===== src/hw/mem_subsys_macros.svh =====
`ifndef MEM_SUBSYS_MACROS_SVH
`define MEM_SUBSYS_MACROS_SVH

// ~~~~~~~~~~~~~~~~~~~~
// SRAM window
// ~~~~~~~~~~~~~~~~~~~~

// First byte address decoded by the SRAM.
`define MEM_BASE 32'h8000_0000

// Depth of the SRAM in 32-bit words. Must be a power of two.
`define MEM_WORDS 256

// ~~~~~~~~~~~~~~~~~~~~
// Request queue
// ~~~~~~~~~~~~~~~~~~~~

// Number of queued load/store requests. Must be a power of two.
`define REQ_FIFO_DEPTH 4

`endif


===== src/hw/mem_subsys_pkg.sv =====
package mem_subsys_pkg;

    // Byte address as issued by the core.
    typedef logic [31:0] addr_t;

    // One data word, on the request, response and Wishbone sides.
    typedef logic [31:0] data_t;

    // Byte enables, bit n covers byte lane n.
    typedef logic [3:0] sel_t;

    // ~~~~~~~~~~~~~~~~~~~~
    // Alignment master FSM
    // ~~~~~~~~~~~~~~~~~~~~

    // BEAT_LO addresses the word holding the start address.
    // BEAT_HI is only visited when the access crosses a word boundary.
    typedef enum logic [1:0] {
        IDLE,
        BEAT_LO,
        BEAT_HI,
        RESP
    } align_state_t;

endpackage


===== src/hw/lsu_req_fifo.sv =====
`include "mem_subsys_macros.svh"

module lsu_req_fifo (
    input  logic                  clk,
    input  logic                  rst_n,
    input  logic                  in_valid,
    output logic                  in_ready,
    input  logic                  in_we,
    input  mem_subsys_pkg::addr_t in_addr,
    input  mem_subsys_pkg::data_t in_wdata,
    input  mem_subsys_pkg::sel_t  in_wmask,
    output logic                  out_valid,
    input  logic                  out_ready,
    output logic                  out_we,
    output mem_subsys_pkg::addr_t out_addr,
    output mem_subsys_pkg::data_t out_wdata,
    output mem_subsys_pkg::sel_t  out_wmask
);
    import mem_subsys_pkg::*;

    localparam int DEPTH = `REQ_FIFO_DEPTH;
    localparam int PTR_W = $clog2(DEPTH);
    localparam logic [PTR_W:0] FULL_COUNT = DEPTH[PTR_W:0];

    logic  we_q    [DEPTH];
    addr_t addr_q  [DEPTH];
    data_t wdata_q [DEPTH];
    sel_t  wmask_q [DEPTH];

    logic [PTR_W-1:0] wr_ptr;
    logic [PTR_W-1:0] rd_ptr;
    logic [PTR_W:0]   count;
    logic             push;
    logic             pop;

    // A full queue still accepts when the head leaves in the same cycle.
    assign out_valid = (count != '0);
    assign in_ready  = (count != FULL_COUNT) || out_ready;

    assign push = in_valid && in_ready;
    assign pop  = out_valid && out_ready;

    assign out_we    = we_q[rd_ptr];
    assign out_addr  = addr_q[rd_ptr];
    assign out_wdata = wdata_q[rd_ptr];
    assign out_wmask = wmask_q[rd_ptr];

    always_ff @(posedge clk) begin
        if (push) begin
            we_q[wr_ptr]    <= in_we;
            addr_q[wr_ptr]  <= in_addr;
            wdata_q[wr_ptr] <= in_wdata;
            wmask_q[wr_ptr] <= in_wmask;
        end
    end

    // Pointers wrap on their own since the depth is a power of two.
    always_ff @(posedge clk) begin
        if (!rst_n) begin
            wr_ptr <= '0;
            rd_ptr <= '0;
            count  <= '0;
        end else begin
            if (push) begin
                wr_ptr <= wr_ptr + 1'b1;
            end
            if (pop) begin
                rd_ptr <= rd_ptr + 1'b1;
            end
            case ({push, pop})
                2'b10:   count <= count + 1'b1;
                2'b01:   count <= count - 1'b1;
                default: count <= count;
            endcase
        end
    end

endmodule


===== config.mk =====
export PLATFORM = sky130hd
export DESIGN_NAME = lsu_req_fifo
export DESIGN_NICKNAME = d
export VERILOG_FILES = /design/src/hw/mem_subsys_pkg.sv /design/src/hw/lsu_req_fifo.sv
export VERILOG_INCLUDE_DIRS = /design/src /design/src/hw
export SDC_FILE = /design/constraint.sdc
export NUM_CORES = 1
export LEC_CHECK = 0
export ABC_CLOCK_PERIOD_IN_PS = 3160
export BUFFER_PORTS_ARGS = -buffer_cell sky130_fd_sc_hd__buf_2
export CORE_ASPECT_RATIO = 1.75
export CORE_MARGIN = 5
export CORE_UTILIZATION = 57
export DETAILED_ROUTE_END_ITERATION = 6
export MAX_ROUTING_LAYER = met4
export PLACE_DENSITY = 0.77
export SYNTH_ARGS = -nofsm -noshare
export SYNTH_HDL_FRONTEND = slang
export SYNTH_SLANG_ARGS = --single-unit

===== constraint.sdc =====
create_clock -name clk -period 3.16 [get_ports clk]
set_input_delay 0.632 -clock clk [delete_from_list [all_inputs] [get_ports clk]]
set_output_delay 0.632 -clock clk [all_outputs]
set_load 0.005 [all_outputs]

==> flow_metrics.env <==
export IMPL_required_ps=2530
export IMPL_routed_wl_um=18500
export IMPL_ys_seq_elements=285
export IMPL_switchingPower_mw=2.04
export IMPL_status="finished clean"
export IMPL_dp_cells=783
export IMPL_swShare=0.232
export IMPL_synthDistinctLibCells=25
export IMPL_finalCritPeriodShare=0.895
export IMPL_viasPerCell=5.73
export IMPL_dr_pass1_iters=4
export IMPL_tritoncts="yes"
export IMPL_internal_power_mw=6.75
export IMPL_ys_warn_count=0
export IMPL_p_leak_nw=4.06
export IMPL_finalSetupTns_ps=0
export IMPL_io_buffer_count=143
export IMPL_syn_area_per_cell_um2=25.2
export IMPL_max_clock_freq_ghz=0.354
export IMPL_area_growth_syn_to_layout_pct=17.3
export IMPL_power_frac_seq=0.524
export IMPL_setup_viol=0
export IMPL_synth_edf_count=276
export IMPL_synth_nets=492
export IMPL_die_h_um=189
export IMPL_start_util=0.579
export IMPL_core_area_um2=18000
export IMPL_crit_type="flip-flop to output pin"
export IMPL_finalWorstSetupSlack_ps=332
export IMPL_rows=65
export IMPL_final_nets=653
export IMPL_die_area_um2=21200
export IMPL_final_cells=825
export IMPL_rsz0062_at_grt="false"
export IMPL_drtIter0Drc=237
export IMPL_post_cts_buffers=0
export IMPL_cts_resized=0
export IMPL_yosys_area_top_type="edfxtp_1"
export IMPL_min_path_type="input pin to flip-flop"
export IMPL_yosysMostFrequentCell="edfxtp_1"
export IMPL_grt_first_pass_wirelength_um=29000
export IMPL_clkPwrFrac=0.294
export IMPL_end_kind="output pin"
export IMPL_cts_root_buf="clkbuf_16"
export IMPL_placed_area_um2=11500
export IMPL_place_congestion=0.763
export IMPL_clockBufferDepth=3
export IMPL_antenna_found_initial=4
export IMPL_ant_nets=0
export IMPL_drc=0
export IMPL_yosysTopAreaCellShare=0.796
export IMPL_worstPathMaxFanout=24
export IMPL_clock_skew_ps=13.6
export IMPL_grt_usage=0.183
export IMPL_syn_instance_count=413
export IMPL_ys_seq_area_frac=0.814
export IMPL_h_tree_depth=1
export IMPL_relSlewSlack=0.608
export IMPL_comb_power_share=0.182
export IMPL_synthTopCellsByArea="edfxtp_1, mux4_2, dfxtp_1"
export IMPL_clk_latency_ps=500
export IMPL_total_power_mw=8.79
export IMPL_hpwl_um=11700
export IMPL_io_pins=144
export IMPL_synth_flop_cell="edfxtp_1"
export IMPL_critPathArrivalTime_ps=2200
export IMPL_hold_buffers=0
export IMPL_utilization=0.679
export IMPL_die_w_um=112
export IMPL_vias=4725
export IMPL_hold_slack_ps=349
export IMPL_worst_pin_slew_ps=588
export IMPL_clock_sinks=285
export IMPL_nFillCells=1120
export IMPL_finalMaxSlewViolations=0
export IMPL_synth_common_cells="edfxtp_1, mux4_2, buf_2, dfxtp_1, clkbuf_1"
export IMPL_grt_pass1_vias=5244
export IMPL_final_area_um2=12200
export IMPL_post_route_min_period_ps=2830
export IMPL_power_density_nw_per_um2=720
export IMPL_cts_buffers=23
export IMPL_hold_viol=0
export IMPL_dp_slack_ps=148
export IMPL_drive_above_1_share=0.440
export IMPL_grt_max_degree=38
export IMPL_drv_cap=0
export IMPL_start_kind="flip-flop"
export IMPL_grt_overflow_total=0
export IMPL_avgRoutedWirePerCell_um=22.4
export IMPL_clk_pin_slew_ps=70
export IMPL_netlist_area_um2=10400
export IMPL_peakVddDrop_mv=0.586
export IMPL_async_flop_share=0
-- state kept, by name, summed over array words and instances, names as in the netlist, named ones only --
signal   flops
addr_q     128
count        3
rd_ptr       2
wdata_q    128
we_q         4
wmask_q     16
wr_ptr       2
-- final timing paths --
check | to | startpoint | slack, ps | cells past startpoint
worst min register to register | wr_ptr[1] | wr_ptr[1] | 510 | 2
worst max-delay path | out_wdata[6] | flip-flop | 330 | 3
worst max register to register | count[2] | count[0] | 460 | 9
worst min-delay path | addr_q[3][9] | in_addr[9] | 350 | 1
-- cell usage in the layout, fill, tap and decap left out, types with 2 or more instances in the layout --
cell type / instances
mux4_2: 69
buf_4: 4
nand2_1: 4
buf_2: 143
clkbuf_1: 7
dfxtp_4: 2
nor2b_1: 2
clkbuf_16: 23
o21ai_0: 2
and2_1: 3
clkinv_2: 3
and3_4: 4
edfxtp_1: 276
xnor2_1: 3
or3_1: 2
buf_12: 7
clkinv_1: 3
inv_1: 6
diode_2: 4
ha_1: 5
dfxtp_1: 7
-- logic make-up after synthesis --
kind of cell | Yosys count | synth area share
adders and majority gates | 6 | 0.00793
xor gates and xnor gates | 4 | 0.00337
AOI/OAI and AO/OA | 6 | 0.00385
buffers and inverters | 24 | 0.0105
muxes | 70 | 0.150
and+or+nand+nor | 18 | 0.0105
DFF | 285 | 0.814
-- worst max-delay path: stages, from the launching register on --
cell	delay, ps
dfxtp_4	680
buf_12	290
mux4_2	560
buf_2	150
-- routing by layer --
layer | share of wire | vias to the layer above | wire length (um) | GRT usage
met1 | 0.35 | 2475 | 6560 | 0.212
li1 | - | 2080 | - | -
met3 | 0.056 | 34 | 1040 | 0.0337
met2 | 0.56 | 136 | 10500 | 0.327
met4 | 0.025 | 0 | 456 | 0.0514
met5 | 0 | - | 0 | -
-- power groups by stage --
stage	Sequential, mW	Combinational (mW)	Clock, mW
global placement	4.67	1.61	0
floorplan	4.58	1.06	0
CTS	4.62	1.65	2.65
detailed placement	4.70	1.64	0
global route	4.64	1.74	2.82
finish	4.61	1.60	2.58
-- cell type report --
| type | count | area [um2] | area share |
|---|---|---|---|
| Sequential cell | 285 | 8480 | 0.694 |
| Multi-Input combinational cell | 104 | 1850 | 0.152 |
| Timing Repair Buffer | 154 | 886 | 0.0726 |
| Clock buffer | 30 | 602 | 0.0493 |
| Tap cell | 234 | 293 | 0.0240 |
| Clock inverter | 8 | 67.6 | 0.00554 |
| Inverter | 6 | 22.5 | 0.00185 |
| Antenna cell | 4 | 10.0 | 0.000820 |
Power figures use the tool's default switching activity.
