## config.mk

```make
export PLATFORM = sky130hd
export DESIGN_NAME = lsu_align_master
export DESIGN_NICKNAME = d
export VERILOG_FILES = /design/src/hw/mem_subsys_macros.svh /design/src/hw/mem_subsys_pkg.sv /design/src/hw/lsu_align_master.sv
export SDC_FILE = /design/constraint.sdc
export NUM_CORES = 1
export LEC_CHECK = 0
export BUFFER_PORTS_ARGS = -buffer_cell sky130_fd_sc_hd__buf_2
export CAP_MARGIN = 10
export CORE_UTILIZATION = 25
export CTS_BUF_LIST = sky130_fd_sc_hd__clkbuf_4
export CTS_CLUSTER_DIAMETER = 100
export DETAILED_ROUTE_END_ITERATION = 10
export MAX_ROUTING_LAYER = met4
export SKIP_CTS_REPAIR_TIMING = 1
export SLEW_MARGIN = 40
export SYNTH_ARGS = -nofsm -noshare
export SYNTH_HDL_FRONTEND = slang
export SYNTH_SLANG_ARGS = --single-unit
```

## constraint.sdc

```tcl
create_clock -name clk -period 2.5 [get_ports clk]
set_input_delay 0 -clock clk [delete_from_list [all_inputs] [get_ports clk]]
set_output_delay 0 -clock clk [all_outputs]
set_load 0.02 [all_outputs]
```

## src/hw/mem_subsys_macros.svh

```systemverilog
`ifndef MEM_SUBSYS_MACROS_SVH
`define MEM_SUBSYS_MACROS_SVH

// ~~~~~~~~~~~~~~~~~~~~
// SRAM window
// ~~~~~~~~~~~~~~~~~~~~

// First byte address decoded by the SRAM.
`define MEM_BASE 32'h8000_0000

// Depth of the SRAM in 32-bit words. Must be a power of two.
`define MEM_WORDS 256

// ~~~~~~~~~~~~~~~~~~~~
// Request queue
// ~~~~~~~~~~~~~~~~~~~~

// Number of queued load/store requests. Must be a power of two.
`define REQ_FIFO_DEPTH 4

`endif

```

## src/hw/mem_subsys_pkg.sv

```systemverilog
package mem_subsys_pkg;

    // Byte address as issued by the core.
    typedef logic [31:0] addr_t;

    // One data word, on the request, response and Wishbone sides.
    typedef logic [31:0] data_t;

    // Byte enables, bit n covers byte lane n.
    typedef logic [3:0] sel_t;

    // ~~~~~~~~~~~~~~~~~~~~
    // Alignment master FSM
    // ~~~~~~~~~~~~~~~~~~~~

    // BEAT_LO addresses the word holding the start address.
    // BEAT_HI is only visited when the access crosses a word boundary.
    typedef enum logic [1:0] {
        IDLE,
        BEAT_LO,
        BEAT_HI,
        RESP
    } align_state_t;

endpackage

```

## src/hw/lsu_align_master.sv

```systemverilog
module lsu_align_master (
    input  logic                  clk,
    input  logic                  rst_n,
    input  logic                  req_valid,
    output logic                  req_ready,
    input  logic                  req_we,
    input  mem_subsys_pkg::addr_t req_addr,
    input  mem_subsys_pkg::data_t req_wdata,
    input  mem_subsys_pkg::sel_t  req_wmask,
    output logic                  wb_cyc,
    output logic                  wb_stb,
    output logic                  wb_we,
    output mem_subsys_pkg::addr_t wb_adr,
    output mem_subsys_pkg::sel_t  wb_sel,
    output mem_subsys_pkg::data_t wb_dat_w,
    input  logic                  wb_ack,
    input  logic                  wb_err,
    input  mem_subsys_pkg::data_t wb_dat_r,
    output logic                  rsp_valid,
    output mem_subsys_pkg::data_t rsp_rdata,
    output logic                  rsp_err
);
    import mem_subsys_pkg::*;

    align_state_t state;

    // Request captured at the pop.
    logic       r_we;
    logic [1:0] r_off;
    addr_t      r_word;
    sel_t       r_mask;
    data_t      r_wdata;

    // Words returned by the two beats and the running error flag.
    data_t lo_data;
    data_t hi_data;
    logic  err_acc;

    logic [7:0]  sel_wide;
    logic [63:0] dat_wide;
    logic [63:0] rd_wide;
    logic        two_beats;
    logic        in_beat;
    logic        beat_done;

    // ~~~~~~~~~~~~~~~~~~~~
    // Splitting and merging
    // ~~~~~~~~~~~~~~~~~~~~

    // Shifting into a double-width vector gives both beats at once.
    // The lower half belongs to the start word, the upper half spills
    // into the next word.
    assign sel_wide  = {4'b0000, r_mask} << r_off;
    assign dat_wide  = {32'b0, r_wdata} << {r_off, 3'b000};
    assign two_beats = (r_off != 2'b00);

    // Bytes from the offset upward in the low word, then the high word.
    assign rd_wide   = {hi_data, lo_data} >> {r_off, 3'b000};
    assign rsp_rdata = rd_wide[31:0];
    assign rsp_err   = err_acc;
    assign rsp_valid = (state == RESP);
    assign req_ready = (state == IDLE);

    // ~~~~~~~~~~~~~~~~~~~~
    // Wishbone side
    // ~~~~~~~~~~~~~~~~~~~~

    assign in_beat   = (state == BEAT_LO) || (state == BEAT_HI);
    assign beat_done = wb_ack || wb_err;

    // The slave answers one cycle after strobe, so strobe is low in the
    // answering cycle and cyc stays up across both beats.
    assign wb_cyc   = in_beat;
    assign wb_stb   = in_beat && !beat_done;
    assign wb_we    = r_we;
    assign wb_adr   = (state == BEAT_HI) ? r_word + 32'd4 : r_word;
    assign wb_sel   = (state == BEAT_HI) ? sel_wide[7:4] : sel_wide[3:0];
    assign wb_dat_w = (state == BEAT_HI) ? dat_wide[63:32] : dat_wide[31:0];

    always_ff @(posedge clk) begin
        if (!rst_n) begin
            state   <= IDLE;
            err_acc <= 1'b0;
        end else begin
            case (state)
                IDLE: begin
                    if (req_valid) begin
                        state   <= BEAT_LO;
                        err_acc <= 1'b0;
                    end
                end
                BEAT_LO: begin
                    if (beat_done) begin
                        err_acc <= err_acc | wb_err;
                        state   <= two_beats ? BEAT_HI : RESP;
                    end
                end
                BEAT_HI: begin
                    if (beat_done) begin
                        err_acc <= err_acc | wb_err;
                        state   <= RESP;
                    end
                end
                RESP: begin
                    state <= IDLE;
                end
                default: begin
                    state <= IDLE;
                end
            endcase
        end
    end

    always_ff @(posedge clk) begin
        if (req_ready && req_valid) begin
            r_we    <= req_we;
            r_off   <= req_addr[1:0];
            r_word  <= {req_addr[31:2], 2'b00};
            r_mask  <= req_wmask;
            r_wdata <= req_wdata;
        end
        if ((state == BEAT_LO) && beat_done) begin
            lo_data <= wb_dat_r;
        end
        if ((state == BEAT_HI) && beat_done) begin
            hi_data <= wb_dat_r;
        end
    end

endmodule

```

==> impl_metrics.tcl, run 1 <==
set metrics [dict create \
    clock-sinks 128 \
    regToRegSetupSlack_ps 260 \
    maxSlewViolCount 0 \
    synth-edff-count 125 \
    vdd_ir_drop_max_v 0.000428 \
    die_height_um 159 \
    ys_seq_elements 128 \
    critPathRequiredTime_ps 2500 \
    hold_class "primary input to register" \
    worst_slack_ps 141 \
    dp_slack_ps 508 \
    setup_viol 0 \
    drive_gt1_share_pct 42.0 \
    drtIter0Drc 258 \
    r2r_cells 7 \
    crit_end "wb_adr[21]" \
    hold_viol 0 \
    grt_max_degree 51 \
    seqPwrFrac_pct 38.4 \
    dp_hpwl_mm 11.4 \
    comb_power_share_pct 44.3 \
    p_per_area_nw_per_um2 958 \
    p_int_uw 5290 \
    synthCells 393 \
    fin_worst_skew_ps 18.9 \
    grt_pass1_wl_mm 22.4 \
    synth_area_um2 6140 \
    swShare_pct 39.4 \
    period_minus_slack_ps 2360 \
    power_uw 8730 \
    ys_seq_area_share_pct 62.2 \
    drv_cap 0 \
    antenna_found_initial 1 \
    worstSetupEndpointType "output port" \
    worstSetupStartpoint "r_word[7]" \
    synthDistinctLibCells 41 \
    gr-total-overflow 0 \
    slew_headroom_pct 61.2 \
    finalCritPeriodShare_pct 94.3 \
    power_frac_clock_pct 17.3 \
    nets 835 \
    synth_ff_type "edfxtp_1" \
    rsz0062_at_grt "yes" \
    timing.rr.start "state[1]" \
    dieArea_um2 25200 \
    avgViaCountPerCell 4.47 \
    root_buffer "clkbuf_4" \
    vias 4716 \
    core_um2 23800 \
    status "finished clean" \
    initial_core_util_pct 25.8 \
    ioPinCount 212 \
    cts_tree "done" \
    synth_area_per_cell_um2 15.6 \
    ant_nets 0 \
    cp.arrival_ps 2360 \
    postRouteWirelength_mm 16.4 \
    clk_latency_ps 520 \
    track_usage_pct 12.5 \
    setup.worst_path.class "register to output port" \
    p_sw_uw 3440 \
    numCtsBuffers 17 \
    final_cell_mix "buf_2, edfxtp_1, dlygate4sd3_1" \
    io_buffer_count 209 \
    cp_max_fo 8 \
    drc 0 \
    layout_commonest_cell "buf_2" \
    r2r_end "rsp_err" \
    cp-start-kind "register" \
    clock_path_buffers 2 \
    tightestPinTransition_ps 579 \
    routabilityCongestion 0.781 \
    clk_pin_slew_ps 120 \
    yosysWarnings 0 \
    wl_per_cell_um 15.5 \
    async_reset_ff_share_pct 0 \
    post-route-util_pct 38.4 \
    cts_max_level 4 \
    p_leak_uw 0.00357 \
    first_pass_iters 4 \
    hold_ws_ps 106 \
    grt_pass1_vias 4267 \
    area_delta_synth_final_pct 48.6 \
    fmax_mhz 424 \
    dieWidth_um 159 \
    std_cell_rows 56 \
]
==> worst max-delay path: stages, from the launching register on <==
cell	delay [ps]
edfxtp_1	490
nand4_4	150
or4_4	590
buf_4	180
nor2_1	120
xor2_1	160
buf_4	160
==> logic make-up after synthesis <==
| family | share of synthesized area (%) |
|---|---|
| other | 0.0611 |
| adder cells (fa/ha/maj) | 1.22 |
| AND/OR/NAND/NOR | 7.83 |
| flip-flops | 62.2 |
| XOR/XNOR | 4.14 |
| multiplexers | 16.5 |
| buffers and inverters | 2.22 |
| AO/OA/AOI/OAI | 5.87 |
==> routing by layer <==
| layer | global-route usage [%] | share of wire (%) |
|---|---|---|
| met5 | - | 0 |
| met3 | 3.86 | 4.6 |
| met1 | 14.8 | 43 |
| met2 | 20.0 | 51 |
| met4 | 4.17 | 1.5 |
==> worst min-delay path by stage <==
| stage | slack, ps | end | from | cells past startpoint |
|---|---|---|---|---|
| final | 110 | r_word[11] | req_valid | 3 |
| after detailed placement | 180 | r_word[7] | req_addr[7] | 1 |
| after global routing | 70 | state[0] | req_valid | 5 |
| after global placement | 180 | r_word[6] | req_addr[6] | 1 |
| after CTS | -430 | r_word[25] | req_addr[25] | 1 |
| after floorplan | 100 | hi_data[0] | wb_dat_r[0] | 0 |
==> through the flow <==
stage	cells	instance area, um2	TNS, ps
global route	1056	9110	-34.3
global placement	909	7600	0
floorplan	394	6150	0
CTS	941	7900	-451
detailed placement	909	7600	0
finish	1056	9110	0
==> state kept, by name (all words and copies together), names as in the netlist <==
signal / cells
r_word: 30
rsp_err: 1
r_wdata: 32
r_off: 2
wb_we: 1
lo_data: 32
r_mask: 4
state: 2
hi_data: 24
==> synthesized netlist by cell type (all sizes together) (7+ instances only) <==
cell type / n / area share, %
o21ai: 9 / 0.73
buf: 15 / 1.4
xor2: 16 / 2.3
a211oi: 9 / 1.1
o22ai: 9 / 0.92
o2bb2ai: 9 / 1.3
xnor2: 13 / 1.9
nand2: 23 / 1.4
nand4: 13 / 1.4
mux4: 32 / 12
mux2i: 28 / 4.6
nand3: 7 / 0.57
nor2: 11 / 0.67
edfxtp: 125 / 61
and2: 11 / 1.1
a22o: 9 / 1.3
clkbuf: 10 / 0.61
==> power by group through the flow <==
stage	registers (uW)	clock network, uW	logic, uW
after detailed placement	3390	0	3640
after CTS	3340	1580	3650
final	3350	1510	3870
after global placement	3370	0	3640
after floorplan	3300	0	2460
after global routing	3420	1660	4190
==> area by class of cell <==
type,count,area (um2)
Fill cell,2262,14600
Sequential cell,128,3820
Timing Repair Buffer,335,2320
Multi-Input combinational cell,237,2260
Tap cell,319,399
Clock inverter,14,164
Clock buffer,18,135
Inverter,4,18.8
Antenna cell,1,2.50
No activity file was read; power rests on OpenSTA's default activity.
==> inputs of run 2 (changes only) <==
--- a/config.mk
+++ b/config.mk
@@ -11,6 +11,7 @@
 export CTS_BUF_LIST = sky130_fd_sc_hd__clkbuf_4
 export CTS_CLUSTER_DIAMETER = 100
 export DETAILED_ROUTE_END_ITERATION = 10
+export HOLD_SLACK_MARGIN = 0.12
 export MAX_ROUTING_LAYER = met4
 export SKIP_CTS_REPAIR_TIMING = 1
 export SLEW_MARGIN = 40
==> run 2 against run 1 <==
Utilization grew 1.1 points. First-iteration DRC count is the same. Sequential power is essentially flat. Cell area grew 2.7%. Non-clock buffer count grew 25. Largest power group unchanged.
==> impl_metrics.tcl, run 2 (synthesis gave the netlist of run 1 again) <==
set metrics [dict create \
    drive_gt1_share_pct 40.6 \
    die_height_um 159 \
    grt_max_degree 51 \
    fin_worst_skew_ps 20.5 \
    postRouteWirelength_mm 16.6 \
    antenna_found_initial 1 \
    crit_top_cell "buf_4" \
    io_buffer_count 209 \
    clock_path_buffers 2 \
    tightestPinTransition_ps 565 \
    clk_pin_slew_ps 120 \
    avgViaCountPerCell 4.44 \
    setup.worst_path.class "register to output port" \
    dieWidth_um 159 \
    vias 4805 \
    gr-total-overflow 0 \
    finalCritPeriodShare_pct 94.5 \
    dp_hpwl_mm 11.4 \
    first_pass_iters 4 \
    nets 860 \
    fmax_mhz 423 \
    cp_max_fo 8 \
    dp_slack_ps 508 \
    routabilityCongestion 0.781 \
    path_buf_inv 2 \
    final_cell_mix "buf_2, dlygate4sd3_1, edfxtp_1" \
    cpPeakStageDelay_ps 600 \
    worst_slack_ps 137 \
    p_leak_uw 0.00367 \
    seqPwrFrac_pct 38.2 \
    ant_nets 0 \
    area_delta_synth_final_pct 52.6 \
    swShare_pct 39.3 \
    cp-start-kind "register" \
    cts_max_level 4 \
    vdd_ir_drop_max_v 0.000469 \
    maxSlewViolCount 0 \
    dieArea_um2 25200 \
    critPathRequiredTime_ps 2500 \
    layout_commonest_cell "buf_2" \
    grt_pass1_wl_mm 22.4 \
    worstSetupEndpointType "output port" \
    wl_per_cell_um 15.4 \
    drc 0 \
    hold_class "primary input to register" \
    comb_power_share_pct 44.6 \
    status "finished clean" \
    cp_cell_sequence "nand4_4 > or4_4 > buf_4 > nor2_1 > xor2_1 > buf_4" \
    p_sw_uw 3440 \
    drv_cap 0 \
    p_per_area_nw_per_um2 936 \
    root_buffer "clkbuf_4" \
    final_cells 1081 \
    critical-path-top-delay-family "simple AND/OR/NAND/NOR gates" \
    hold_viol 0 \
    placed_cells 909 \
    clk_latency_ps 520 \
    clock-sinks 128 \
    hold_ws_ps 178 \
    core_um2 23800 \
    cts_tree "done" \
    period_minus_slack_ps 2360 \
    drtIter0Drc 258 \
    power_frac_clock_pct 17.2 \
    p_int_uw 5330 \
    numCtsBuffers 17 \
    grt_pass1_vias 4267 \
    top_regs "lo_data x32, r_wdata x32, r_word x30" \
    rsz0062_at_grt "yes" \
    cp.arrival_ps 2360 \
    setup_viol 0 \
    track_usage_pct 12.5 \
    slew_headroom_pct 62.1 \
    ioPinCount 212 \
    critPathSlowestCell "or4_4" \
    initial_core_util_pct 25.8 \
    std_cell_rows 56 \
]
## run 2: cell types whose count changed in the layout (fill, tap and decap cells not counted)
| cell | before | now |
|---|---|---|
| dlygate4sd3_1 | 107 | 132 |
## run 2: final timing paths
path / from / end / slack, ps / cells after the start
hold reg to reg: state[1] / state[1] / 620 / 2
setup / recovery: r_word[7] / wb_adr[21] / 140 / 6
hold / removal: wb_dat_r[29] / lo_data[29] / 180 / 2
setup reg to reg: state[1] / rsp_err / 260 / 7
## run 2: cell type report
class                           instances  area [um2]
Antenna cell                            1        2.50
Clock buffer                           18         135
Clock inverter                         14         164
Fill cell                            2245       14400
Inverter                                4        18.8
Multi-Input combinational cell        237        2260
Sequential cell                       128        3820
Tap cell                              319         399
Timing Repair Buffer                  360        2570
## run 2: through the flow
stage,instance area [um2],setup TNS [ps],total power [uW],utilization [%]
2_1_floorplan,6150,0,5760,-
3_3_place_gp,7600,0,7010,32.0
3_5_place_dp,7600,0,7030,32.0
4_1_cts,7900,-451,8560,33.3
5_1_grt,9370,-67.7,9310,39.4
6_report,9370,0,8770,39.4
## run 2: power by group through the flow
stage | clock network, uW | registers [uW] | logic [uW]
final | 1510 | 3350 | 3910
after global placement | 0 | 3370 | 3640
after floorplan | 0 | 3300 | 2460
after CTS | 1580 | 3340 | 3650
after detailed placement | 0 | 3390 | 3640
after global routing | 1660 | 3420 | 4240
## run 2: routing by layer
| layer | GRT usage (%) | up-vias | share of wire (%) |
|---|---|---|---|
| met1 | 14.8 | 2351 | 42 |
| met4 | 4.17 | 0 | 1.5 |
| met5 | - | - | 0 |
| met3 | 3.86 | 19 | 4.8 |
| li1 | - | 2276 | - |
| met2 | 20.0 | 159 | 52 |
==> inputs of run 3 (changes only) <==
--- a/config.mk
+++ b/config.mk
@@ -13,6 +13,7 @@
 export DETAILED_ROUTE_END_ITERATION = 10
 export HOLD_SLACK_MARGIN = 0.12
 export MAX_ROUTING_LAYER = met4
+export PLACE_DENSITY = 0.46
 export SKIP_CTS_REPAIR_TIMING = 1
 export SLEW_MARGIN = 40
 export SYNTH_ARGS = -nofsm -noshare
==> run 3 against run 2 <==
Final cell count rose by 1.9%. Cell area increased by 1.7%. Sequential power is essentially flat. Highest routed layer unchanged. Register-to-register slack worse by 20 ps. Critical path depth increased by 1. Largest cell class unchanged. Total power down 1.5%. Largest power group unchanged. Combinational power increased by 2%. Setup slack worse by 30 ps.
==> impl_metrics.tcl, run 3 (synthesis gave the netlist of run 1 again) <==
set metrics [dict create \
    status "finished clean" \
    final_cell_mix "buf_2, dlygate4sd3_1, edfxtp_1" \
    hold_viol 0 \
    swShare_pct 40.8 \
    dr_wl_met2_mm 8.75 \
    power_uw 8640 \
    r2r_end "rsp_err" \
    postRouteWirelength_mm 17.6 \
    clk_pin_slew_ps 120 \
    root_buffer "clkbuf_4" \
    drive_gt1_share_pct 40.5 \
    min_from "req_wdata[13]" \
    cp-start-kind "register" \
    worstSetupStartpoint "state[0]" \
    hold_class "primary input to register" \
    critPathRequiredTime_ps 2500 \
    post-route-util_pct 40.1 \
    seqCellArea_um2 3820 \
    grt_pass1_vias 4465 \
    p_per_area_nw_per_um2 907 \
    area_delta_synth_final_pct 55.2 \
    maxSlewViolCount 0 \
    regToRegSetupSlack_ps 240 \
    vias 4904 \
    grt_max_degree 70 \
    p_sw_uw 3520 \
    nFillCells 2262 \
    dieArea_um2 25200 \
    antenna_found_initial 1 \
    worstSetupEndpointType "output port" \
    seqPwrFrac_pct 38.7 \
    ioPinCount 212 \
    p_int_uw 5110 \
    wl_per_cell_um 16.0 \
    comb_power_share_pct 46.3 \
    tightestPinTransition_ps 672 \
    crit_end "wb_adr[27]" \
    initial_core_util_pct 25.8 \
    drtIter0Drc 224 \
    cts_tree "done" \
    top_layer "met4" \
    layout_commonest_cell "buf_2" \
    cp_max_fo 7 \
    finalCritPeriodShare_pct 95.7 \
    std_cell_rows 56 \
    io_buffer_count 209 \
    clk_latency_ps 530 \
    r2r_cells 7 \
    first_pass_iters 4 \
    setup_viol 0 \
    nets 881 \
    clock-sinks 128 \
    p_leak_uw 0.00375 \
    numCtsBuffers 17 \
    slew_headroom_pct 54.9 \
    avgViaCountPerCell 4.45 \
    track_usage_pct 13.4 \
    multi_input_area_um2 2270 \
    wl_met1_mm 7.52 \
    fmax_mhz 418 \
    wl_met3_mm 1.17 \
    drc 0 \
    dp_hpwl_mm 11.8 \
    clock_path_buffers 2 \
    die_height_um 159 \
    rsz0062_at_grt "yes" \
    gr-total-overflow 0 \
    setup.worst_path.class "register to output port" \
    core_um2 23800 \
    top_regs "lo_data x32, r_wdata x32, r_word x30" \
    grt_pass1_wl_mm 24.2 \
    fin_worst_skew_ps 24.7 \
    power_frac_clock_pct 15.0 \
    dieWidth_um 159 \
    drv_cap 0 \
    vdd_ir_drop_max_v 0.000336 \
    ant_nets 0 \
    timing.rr.start "state[1]" \
    period_minus_slack_ps 2390 \
    cts_max_level 4 \
    cp.arrival_ps 2390 \
    routabilityCongestion 0.776 \
]
[run 3: metrics by stage]
stage	setup slack [ps]	hold slack [ps]	TNS (ps)	instance area [um2]	std cells
2_1_floorplan	21.0	98.9	0	6150	394
3_3_place_gp	466	176	0	7580	909
3_5_place_dp	434	178	0	7580	909
4_1_cts	-198	-447	-3910	7830	940
5_1_grt	-100	110	-354	9520	1101
6_report	107	180	0	9520	1101
[run 3: cell type report]
cell class / instances / share of cell area (%)
Antenna cell: 1 / 0.0263
Clock buffer: 17 / 1.34
Clock inverter: 14 / 1.26
Inverter: 4 / 0.223
Multi-Input combinational cell: 237 / 23.8
Sequential cell: 128 / 40.1
Tap cell: 319 / 4.19
Timing Repair Buffer: 381 / 29.0
[run 3: how the worst min path moves through the flow]
stage | to | cells past startpoint | slack, ps
2_1_floorplan | hi_data[0] | 0 | 100
3_3_place_gp | r_word[10] | 1 | 180
3_5_place_dp | r_word[23] | 1 | 180
4_1_cts | r_word[27] | 1 | -450
5_1_grt | lo_data[25] | 2 | 110
6_report | r_wdata[13] | 2 | 180
[run 3: power groups by stage]
stage	clock network (uW)	logic, uW	registers [uW]
6_report	1300	4000	3340
5_1_grt	1460	4310	3410
4_1_cts	1380	3710	3340
3_5_place_dp	0	3700	3400
3_3_place_gp	0	3680	3380
2_1_floorplan	0	2460	3300
[run 3: layer usage]
layer | vias to the layer above | track usage [%]
li1 | 2322 | -
met1 | 2400 | 15.7
met2 | 168 | 21.6
met3 | 14 | 4.95
met4 | 0 | 3.57
met5 | - | -
[run 3: critical path, cell delays in order (launching register included)]
cell	delay [ps]
dfxtp_4	370
inv_4	70
ha_4	140
nand4_1	100
or4_4	530
nor4_4	300
xor2_1	190
buf_4	160
